### src/hazard_defs.svh
`ifndef HAZARD_DEFS_SVH
`define HAZARD_DEFS_SVH

// datapath width of rv32i.
`define RV_XLEN 32

// register address width, x0..x31.
`define RV_REG_W 5

// stall counter width, saturates at all ones.
`define STALL_CNT_W 16

// forwarding on out of reset.
`define CFG_FWD_EN_RST 1'b1

`endif

### src/rv_hazard_pkg.sv
`default_nettype none

`include "hazard_defs.svh"

package rv_hazard_pkg;

    // rv32i major opcodes, bits [6:0] of the instruction word.
    typedef enum logic [6:0] {
        LUI    = 7'b0110111,
        AUIPC  = 7'b0010111,
        JAL    = 7'b1101111,
        JALR   = 7'b1100111,
        LOAD   = 7'b0000011,
        STORE  = 7'b0100011,
        BRANCH = 7'b1100011,
        OP_IMM = 7'b0010011,
        OP     = 7'b0110011
    } opcode_e;

    // decoded instruction as carried down the pipe.
    // all zeros is a bubble.
    typedef struct packed {
        logic                 valid;
        opcode_e              opcode;
        logic [`RV_REG_W-1:0] rd;
        logic [`RV_REG_W-1:0] rs1;
        logic [`RV_REG_W-1:0] rs2;
        logic                 writes_rd; // never set for rd of x0.
        logic                 reads_rs1;
        logic                 reads_rs2;
        logic                 is_load;
    } inst_dec_t;

    // operand source select.
    typedef enum logic [1:0] {
        FWD_NONE = 2'd0, // register file.
        FWD_EX   = 2'd1, // result of the inst in ex.
        FWD_MEM  = 2'd2  // result of the inst in mem.
    } fwd_sel_e;

    // operand pair registered into ex.
    typedef struct packed {
        logic [`RV_XLEN-1:0] op_a;
        logic [`RV_XLEN-1:0] op_b;
    } operand_pair_t;

endpackage

`default_nettype wire

### src/hazard_config.sv
`timescale 1ns/1ps
`default_nettype none

`include "hazard_defs.svh"

module hazard_config (
    input  logic                    clk,
    input  logic                    arst_n,
    input  logic                    cfg_we,
    input  logic [1:0]              cfg_wdata, // [0] fwd enable, [1] clear count.
    input  logic                    stall,
    output logic                    fwd_en,
    output logic [`STALL_CNT_W-1:0] stall_count
);

    logic cnt_clr;
    logic cnt_max;

    assign cnt_clr = cfg_we && cfg_wdata[1];
    assign cnt_max = &stall_count; // saturated.

    // forwarding enable.
    always_ff @(posedge clk or negedge arst_n) begin
        if (!arst_n) begin
            fwd_en <= `CFG_FWD_EN_RST;
        end else if (cfg_we) begin
            fwd_en <= cfg_wdata[0];
        end
    end

    // stall cycle counter.
    always_ff @(posedge clk or negedge arst_n) begin
        if (!arst_n) begin
            stall_count <= '0;
        end else if (cnt_clr) begin
            stall_count <= '0; // clear beats increment.
        end else if (stall && !cnt_max) begin
            stall_count <= stall_count + 1'b1;
        end
    end

    // saturating, so max only leaves to zero through a clear.
    a_no_wrap : assert property (
        @(posedge clk) disable iff (!arst_n)
        (cnt_max && !cnt_clr) |=> (stall_count != '0)
    ) else $error("hazard_config: stall counter wrapped");

endmodule

`default_nettype wire

### src/hazard_detection.sv
`timescale 1ns/1ps
`default_nettype none

`include "hazard_defs.svh"

module hazard_detection (
    input  rv_hazard_pkg::inst_dec_t id_dec,
    input  rv_hazard_pkg::inst_dec_t ex_dec,
    input  rv_hazard_pkg::inst_dec_t mem_dec,
    input  logic                     fwd_en,
    output rv_hazard_pkg::fwd_sel_e  fwd_rs1,
    output rv_hazard_pkg::fwd_sel_e  fwd_rs2,
    output logic                     stall
);

    import rv_hazard_pkg::*;

    logic rs1_ex;  // rs1 produced by ex.
    logic rs1_mem; // rs1 produced by mem.
    logic rs2_ex;
    logic rs2_mem;
    logic load_use;
    logic raw_any;

    // source depends on an older stage.
    function automatic logic src_hit(
        input logic                 id_valid,
        input logic                 reads,
        input logic [`RV_REG_W-1:0] rs,
        input inst_dec_t            stg
    );
        return id_valid && reads && (rs != '0)
            && stg.valid && stg.writes_rd && (rs == stg.rd);
    endfunction

    assign rs1_ex  = src_hit(id_dec.valid, id_dec.reads_rs1, id_dec.rs1, ex_dec);
    assign rs1_mem = src_hit(id_dec.valid, id_dec.reads_rs1, id_dec.rs1, mem_dec);
    assign rs2_ex  = src_hit(id_dec.valid, id_dec.reads_rs2, id_dec.rs2, ex_dec);
    assign rs2_mem = src_hit(id_dec.valid, id_dec.reads_rs2, id_dec.rs2, mem_dec);

    // load data not ready until mem.
    assign load_use = ex_dec.is_load && (rs1_ex || rs2_ex);
    assign raw_any  = rs1_ex || rs1_mem || rs2_ex || rs2_mem;

    always_comb begin
        fwd_rs1 = FWD_NONE;
        fwd_rs2 = FWD_NONE;
        stall   = 1'b0;
        if (fwd_en) begin
            // each source on its own, ex is newer so it wins.
            if (rs1_ex) begin
                fwd_rs1 = FWD_EX;
            end else if (rs1_mem) begin
                fwd_rs1 = FWD_MEM;
            end
            if (rs2_ex) begin
                fwd_rs2 = FWD_EX;
            end else if (rs2_mem) begin
                fwd_rs2 = FWD_MEM;
            end
            if (load_use) begin
                stall   = 1'b1;
                fwd_rs1 = FWD_NONE; // operands re-picked next cycle.
                fwd_rs2 = FWD_NONE;
            end
        end else begin
            stall = raw_any; // wait until the writer leaves mem.
        end

        // ex select only with a live inst in ex.
        a_fwd_ex_valid : assert (!(fwd_rs1 == FWD_EX || fwd_rs2 == FWD_EX) || ex_dec.valid)
            else $error("hazard_detection: FWD_EX with empty ex stage");
        // a bubble in id never stalls.
        a_stall_id_valid : assert (!stall || id_dec.valid)
            else $error("hazard_detection: stall without valid id inst");
    end

endmodule

`default_nettype wire

### src/hazard_unit_top.sv
`timescale 1ns/1ps
`default_nettype none

`include "hazard_defs.svh"

module hazard_unit_top (
    input  logic                    clk,
    input  logic                    arst_n,
    input  logic [31:0]             id_inst,     // raw word in id.
    input  logic                    id_valid,
    input  logic [`RV_XLEN-1:0]     rs1_data,
    input  logic [`RV_XLEN-1:0]     rs2_data,
    input  logic [`RV_XLEN-1:0]     ex_result,   // produced in ex this cycle.
    input  logic [`RV_XLEN-1:0]     mem_result,  // produced in mem this cycle.
    input  logic                    cfg_we,
    input  logic [1:0]              cfg_wdata,
    output logic                    stall,
    output rv_hazard_pkg::fwd_sel_e fwd_rs1,
    output rv_hazard_pkg::fwd_sel_e fwd_rs2,
    output logic [`RV_XLEN-1:0]     ex_op_a,
    output logic [`RV_XLEN-1:0]     ex_op_b,
    output logic                    fwd_en,
    output logic [`STALL_CNT_W-1:0] stall_count
);

    import rv_hazard_pkg::*;

    inst_dec_t id_dec;  // decoded id inst.
    inst_dec_t ex_dec;  // tracked ex inst.
    inst_dec_t mem_dec; // tracked mem inst.

    inst_decoder u_dec (
        .inst_valid (id_valid),
        .inst       (id_inst),
        .dec        (id_dec)
    );

    pipeline_tracker u_track (
        .clk     (clk),
        .arst_n  (arst_n),
        .id_dec  (id_dec),
        .stall   (stall),
        .ex_dec  (ex_dec),
        .mem_dec (mem_dec)
    );

    hazard_detection u_detect (
        .id_dec  (id_dec),
        .ex_dec  (ex_dec),
        .mem_dec (mem_dec),
        .fwd_en  (fwd_en),
        .fwd_rs1 (fwd_rs1),
        .fwd_rs2 (fwd_rs2),
        .stall   (stall)
    );

    hazard_config u_cfg (
        .clk         (clk),
        .arst_n      (arst_n),
        .cfg_we      (cfg_we),
        .cfg_wdata   (cfg_wdata),
        .stall       (stall),
        .fwd_en      (fwd_en),
        .stall_count (stall_count)
    );

    operand_forward u_fwd (
        .clk        (clk),
        .arst_n     (arst_n),
        .fwd_rs1    (fwd_rs1),
        .fwd_rs2    (fwd_rs2),
        .stall      (stall),
        .rs1_data   (rs1_data),
        .rs2_data   (rs2_data),
        .ex_result  (ex_result),
        .mem_result (mem_result),
        .ex_op_a    (ex_op_a),
        .ex_op_b    (ex_op_b)
    );

endmodule

`default_nettype wire

### src/inst_decoder.sv
`timescale 1ns/1ps
`default_nettype none

module inst_decoder (
    input  logic                    inst_valid,
    input  logic [31:0]             inst,
    output rv_hazard_pkg::inst_dec_t dec
);

    import rv_hazard_pkg::*;

    opcode_e opc;
    logic    rd_nz; // rd other than x0.

    assign opc   = opcode_e'(inst[6:0]);
    assign rd_nz = (inst[11:7] != '0);

    always_comb begin
        dec        = '0;
        dec.valid  = inst_valid;
        dec.opcode = opc;
        dec.rd     = inst[11:7];
        dec.rs1    = inst[19:15];
        dec.rs2    = inst[24:20];
        case (opc)
            LUI, AUIPC, JAL: begin
                dec.writes_rd = rd_nz; // no sources.
            end
            JALR, OP_IMM: begin
                dec.reads_rs1 = 1'b1;
                dec.writes_rd = rd_nz;
            end
            LOAD: begin
                dec.reads_rs1 = 1'b1; // base address.
                dec.writes_rd = rd_nz;
                dec.is_load   = 1'b1;
            end
            STORE, BRANCH: begin
                dec.reads_rs1 = 1'b1;
                dec.reads_rs2 = 1'b1; // no destination.
            end
            OP: begin
                dec.reads_rs1 = 1'b1;
                dec.reads_rs2 = 1'b1;
                dec.writes_rd = rd_nz;
            end
            default: begin
                // unknown opcode, treated as using no registers.
                dec.writes_rd = 1'b0;
            end
        endcase
    end

endmodule

`default_nettype wire

### src/operand_forward.sv
`timescale 1ns/1ps
`default_nettype none

`include "hazard_defs.svh"

module operand_forward (
    input  logic                    clk,
    input  logic                    arst_n,
    input  rv_hazard_pkg::fwd_sel_e fwd_rs1,
    input  rv_hazard_pkg::fwd_sel_e fwd_rs2,
    input  logic                    stall,
    input  logic [`RV_XLEN-1:0]     rs1_data,   // regfile read port a.
    input  logic [`RV_XLEN-1:0]     rs2_data,   // regfile read port b.
    input  logic [`RV_XLEN-1:0]     ex_result,
    input  logic [`RV_XLEN-1:0]     mem_result,
    output logic [`RV_XLEN-1:0]     ex_op_a,
    output logic [`RV_XLEN-1:0]     ex_op_b
);

    import rv_hazard_pkg::*;

    operand_pair_t opnd_d;
    operand_pair_t opnd_q;
    logic          opnd_load;

    // three way operand mux.
    function automatic logic [`RV_XLEN-1:0] pick(
        input fwd_sel_e            sel,
        input logic [`RV_XLEN-1:0] rf,
        input logic [`RV_XLEN-1:0] ex,
        input logic [`RV_XLEN-1:0] mem
    );
        case (sel)
            FWD_EX:  return ex;
            FWD_MEM: return mem;
            default: return rf;
        endcase
    endfunction

    assign opnd_d.op_a = pick(fwd_rs1, rs1_data, ex_result, mem_result);
    assign opnd_d.op_b = pick(fwd_rs2, rs2_data, ex_result, mem_result);
    assign opnd_load   = !stall; // hold on stall.

    pipe_stage #(
        .payload_t (operand_pair_t)
    ) u_opnd_stage (
        .clk    (clk),
        .arst_n (arst_n),
        .load   (opnd_load),
        .clear  (1'b0),
        .d      (opnd_d),
        .q      (opnd_q)
    );

    assign ex_op_a = opnd_q.op_a;
    assign ex_op_b = opnd_q.op_b;

endmodule

`default_nettype wire

### src/pipe_stage.sv
`timescale 1ns/1ps
`default_nettype none

module pipe_stage #(
    parameter type payload_t = logic [31:0]
) (
    input  logic     clk,
    input  logic     arst_n,
    input  logic     load,  // capture d.
    input  logic     clear, // drop to a bubble.
    input  payload_t d,
    output payload_t q
);

    always_ff @(posedge clk or negedge arst_n) begin
        if (!arst_n) begin
            q <= '0;
        end else if (clear) begin
            q <= '0; // bubble, valid bit goes low.
        end else if (load) begin
            q <= d;
        end
        // otherwise hold.
    end

    // a stage is either advanced or flushed, never both.
    a_load_clear_excl : assert property (
        @(posedge clk) disable iff (!arst_n)
        !(load && clear)
    ) else $error("pipe_stage: load and clear high together");

endmodule

`default_nettype wire

### src/pipeline_tracker.sv
`timescale 1ns/1ps
`default_nettype none

module pipeline_tracker (
    input  logic                     clk,
    input  logic                     arst_n,
    input  rv_hazard_pkg::inst_dec_t id_dec,
    input  logic                     stall,
    output rv_hazard_pkg::inst_dec_t ex_dec,
    output rv_hazard_pkg::inst_dec_t mem_dec
);

    import rv_hazard_pkg::*;

    logic ex_load;

    assign ex_load = !stall; // id advances only without a stall.

    // ex stage, bubble injected on stall.
    pipe_stage #(
        .payload_t (inst_dec_t)
    ) u_ex_stage (
        .clk    (clk),
        .arst_n (arst_n),
        .load   (ex_load),
        .clear  (stall),
        .d      (id_dec),
        .q      (ex_dec)
    );

    // mem stage, always drains ex.
    pipe_stage #(
        .payload_t (inst_dec_t)
    ) u_mem_stage (
        .clk    (clk),
        .arst_n (arst_n),
        .load   (1'b1),
        .clear  (1'b0),
        .d      (ex_dec),
        .q      (mem_dec)
    );

    // stall from detection must leave a bubble behind in ex.
    a_stall_bubble : assert property (
        @(posedge clk) disable iff (!arst_n)
        stall |=> !ex_dec.valid
    ) else $error("pipeline_tracker: no bubble in ex after stall");

endmodule

`default_nettype wire

### config.mk
export PLATFORM = sky130hd
export DESIGN_NAME = hazard_unit_top
export DESIGN_NICKNAME = d
export VERILOG_FILES = /design/src/rv_hazard_pkg.sv /design/src/hazard_config.sv /design/src/hazard_detection.sv /design/src/hazard_unit_top.sv /design/src/inst_decoder.sv /design/src/operand_forward.sv /design/src/pipe_stage.sv /design/src/pipeline_tracker.sv
export VERILOG_INCLUDE_DIRS = /design/src
export SDC_FILE = /design/constraint.sdc
export NUM_CORES = 1
export LEC_CHECK = 0
export BUFFER_PORTS_ARGS = -buffer_cell sky130_fd_sc_hd__clkbuf_2
export CAP_MARGIN = 25
export CORE_MARGIN = 5
export CORE_UTILIZATION = 47
export CTS_BUF_LIST = sky130_fd_sc_hd__clkbuf_16
export DETAILED_ROUTE_END_ITERATION = 12
export PLACE_DENSITY = 0.8
export REMOVE_ABC_BUFFERS = 1
export SYNTH_ARGS = -nofsm -noshare
export SYNTH_HDL_FRONTEND = slang
export SYNTH_SLANG_ARGS = --single-unit
### constraint.sdc
create_clock -name clk -period 3.3 [get_ports clk]
set_clock_uncertainty 0.15 [all_clocks]
set_input_delay 0.33 -clock clk [delete_from_list [all_inputs] [get_ports clk]]
set_output_delay 0.33 -clock clk [all_outputs]
set_load 0.01 [all_outputs]
==> impl_results.md <==
- Distinct cell type count after synthesis: 53
- Fin. Hold Viols: 0
- Crit path launch type: register
- Most common cell after layout, fill and taps aside: clkbuf_2
- Final Util: 0.6228
- Fmax: 337.2 MHz
- Dpl cells: 1000
- Setup slack after placement: 243.1 ps
- Sequential area share after synthesis: 0.4431
- Post-DP Area: 0.006807 sq mm
- Ys flop type: dfrtp_1
- GP Congestion: 0.8922
- GRT Total Usage: 0.2396
- H-Tree Depth: 3
- Initial core utilization: 0.4771
- Critical-path cell list: xor2_1 -> nor4_2 -> and3_1 -> nand2_1 -> nor2_1 -> inv_1 -> ha_1 -> buf_4 -> buf_4 -> a22oi_1 -> nor2_1 -> a21oi_1 -> o21ai_0
- Worst-skew pair later-pin latency: 340 ps
- Post-Synth XOR/XNOR Area: 0.03230
- CTS Sinks: 96
- Vias in the first global route: 5301
- Min-Delay Path Class: in2reg
- Ports: 252
- Die ar.: 0.01379 sq mm
- Via count: 5690
- Slew HR: 0.4439
- Main combinational cell family by area after synthesis: compound AO/OA/AOI/OAI gates
- Root Buffer: clkbuf_16
- R2r worst-path depth: 13
- Global route overflow: 0
- Port bufs: 241
- Layout cells sized above 1: 0.3276
- Routed WL per cell: 16.86 microns
- Post-synth EDFFs: 0
- Initial antenna violation count: 0
- Diode count: 0
- Simple-Gate Fraction of Synth Area: 0.2062
- First-pass GRT wire length: 27010 microns
- Finish-stage setup viols: 0
- Cell depth of the worst hold path: 3
- Power Total: 2.489 mW
- Clock-pin slew on the worst setup and hold paths: 60 ps
- Syn Inst Count: 649
- Slowest CP cell: dfrtp_1
- Synthesis-to-layout area growth: 30.54%
- Pwr per Cell Area: 351.5 mW/mm^2
- Status: finished clean
- Mean Syn Cell Area: 8.357 sq um
- Area of the multi-input gates: 0.002803 sq mm
- Register bit total from synthesis: 96
- Antenna-violating nets left: 0
- Post-synthesis compound-gate area fraction: 0.2621
- Cell Count, Final, Fillers Out: 1016
- Asr flop ratio synth: 1.000
- CTS tree: done
- Pin count of the biggest net entering global routing: 93
- Post-route cell area: 0.007081 sq mm
- Tmin final: 2965 ps
- Die Ht: 117.4 microns
- Drt initial violations: 524
- RSZ-0062 raised after global routing: false
- DIE WIDTH: 117.4 microns
- Vias per inst: 5.600
- First-pass DRT Iterations: 5
- Row count: 39
- Static Leakage: 3.053 nW
- Critical Path AT: 3030 ps
- Clock Path Buffers: 2
- Max_cap viols: 0
- Cell Area, Synth: 0.005424 sq mm
- Slowest stage delay, CP: 430 ps
- Core Area: 0.01137 sq mm
- Worst vdd ir: 298.5 uV
- # fillers: 1054
- Post-Route WL: 17130 microns
- CTS Buf Count: 9
- Synth Area in Adders: 0.01153
- Synth Warn #: 0
- Nets: 1040
- Register area: 0.002404 sq mm
- Setup TNS: 0 ps
- Final HPWL DP: 12630 microns
- # DRC: 0
- Count of pins over their slew limit: 0
- Tightest hold margin: 59.01 ps
- Multiplexer area fraction after synthesis: 0.001845
- CP required: 3360 ps
- CP Max Fanout: 20
- Final cycle utilization of the critical path: 0.8986
- Tightest Pin Transition: 834.2 ps
- Setup bufs post-CTS: 0
- Most frequent cells in the layout: clkbuf_2, dfrtp_1, nand2_1
- Worst Slack Setup Final: 334.8 ps
- Critical path type: reg2reg
- Critical path capture point type: register
## routing by layer
layer  routed length (microns)  global-route usage  part of all wire
met4                       657              0.1139             0.038
met5                         0                   0                 0
met1                      7091              0.3079              0.41
met3                      1142             0.04572             0.067
met2                      8235              0.3883              0.48
## final timing paths
| check | start | slack [ps] | endpoint |
|---|---|---|---|
| min | cfg_wdata[0] | 60 | u_cfg.fwd_en |
| min reg2reg | u_track.u_ex_stage.q[26] | 270 | u_track.u_mem_stage.q[26] |
| max reg2reg | u_track.u_ex_stage.q[15] | 330 | u_fwd.u_opnd_stage.q[27] |
| min in group asynchronous | arst_n | 490 | u_cfg.stall_count[9] |
| max in group asynchronous | arst_n | 1770 | u_cfg.fwd_en |
| max | u_track.u_ex_stage.q[15] | 330 | u_fwd.u_opnd_stage.q[27] |
## sequential cells by signal, summed over array words and instances (netlist names)
name,flops
u_cfg.stall_count,16
u_track.u_mem_stage.q,7
u_fwd.u_opnd_stage.q,64
u_cfg.fwd_en,1
u_track.u_ex_stage.q,8
## worst max-delay path: cells and delay by family (launching register included)
kind	cells	cell delay [ps]
and+or+nand+nor	5	1020
buffers and inverters	3	480
DFF	1	430
AOI/OAI and AO/OA	3	360
adders and majority gates	1	200
xor gates and xnor gates	1	190
## logic make-up after synthesis
family,count (synthesis)
xor+xnor,20
compound gates,230
mux,1
simple gates,242
fa+ha+maj,5
buf+inv,55
flops,96
## synth_stat cells (2+ instances only)
cell type	n	area (sq um)
o21ai_0	60	300.3
nand2_1	92	345.3
and3_1	2	12.51
a31oi_1	3	18.77
dfrtp_1	95	2377
a21oi_1	73	365.4
xnor2_1	6	52.55
a31o_2	6	52.55
or4_1	5	37.54
nand4_1	4	25.02
o21ai_1	12	60.06
inv_1	8	30.03
a22oi_1	64	480.5
nor4_1	2	12.51
buf_4	2	15.01
xor2_1	14	122.6
a41o_1	2	20.02
ha_1	5	62.56
buf_1	6	22.52
nor4_2	2	25.02
clkbuf_1	29	108.9
nor3b_1	4	30.03
or3_1	4	25.02
and4_1	3	26.28
nor2_1	87	326.6
nor3_1	8	40.04
nand3_1	8	40.04
and2_1	8	50.05
nor4b_1	3	26.28
nand2b_1	2	12.51
buf_2	8	40.04
## where the power goes
| group | switching [mW] | leakage, nW | internal [mW] |
|---|---|---|---|
| Sequential | 0.0310 | 1.16 | 1.23 |
| Clock | 0.429 | 0.127 | 0.496 |
| Combinational | 0.164 | 1.76 | 0.142 |
## area by class of cell
type                       instances  area share
clock buffer                       9     0.03181
clock inverter                     6    0.004064
inverter                           8    0.004241
multi-input combinational        498      0.3958
sequential                        96      0.3395
tap                              143     0.02527
timing repair buffer             256      0.1993
## what timing repair did
| action | 4_1_cts | 5_1_grt |
|---|---|---|
| gates resized for setup | 0 | 1 |
| hold endpoints to repair | 61 | 0 |
| hold buffers | 1 | 0 |
| setup endpoints to repair | 0 | 1 |
(Power assumes the default switching activity.)
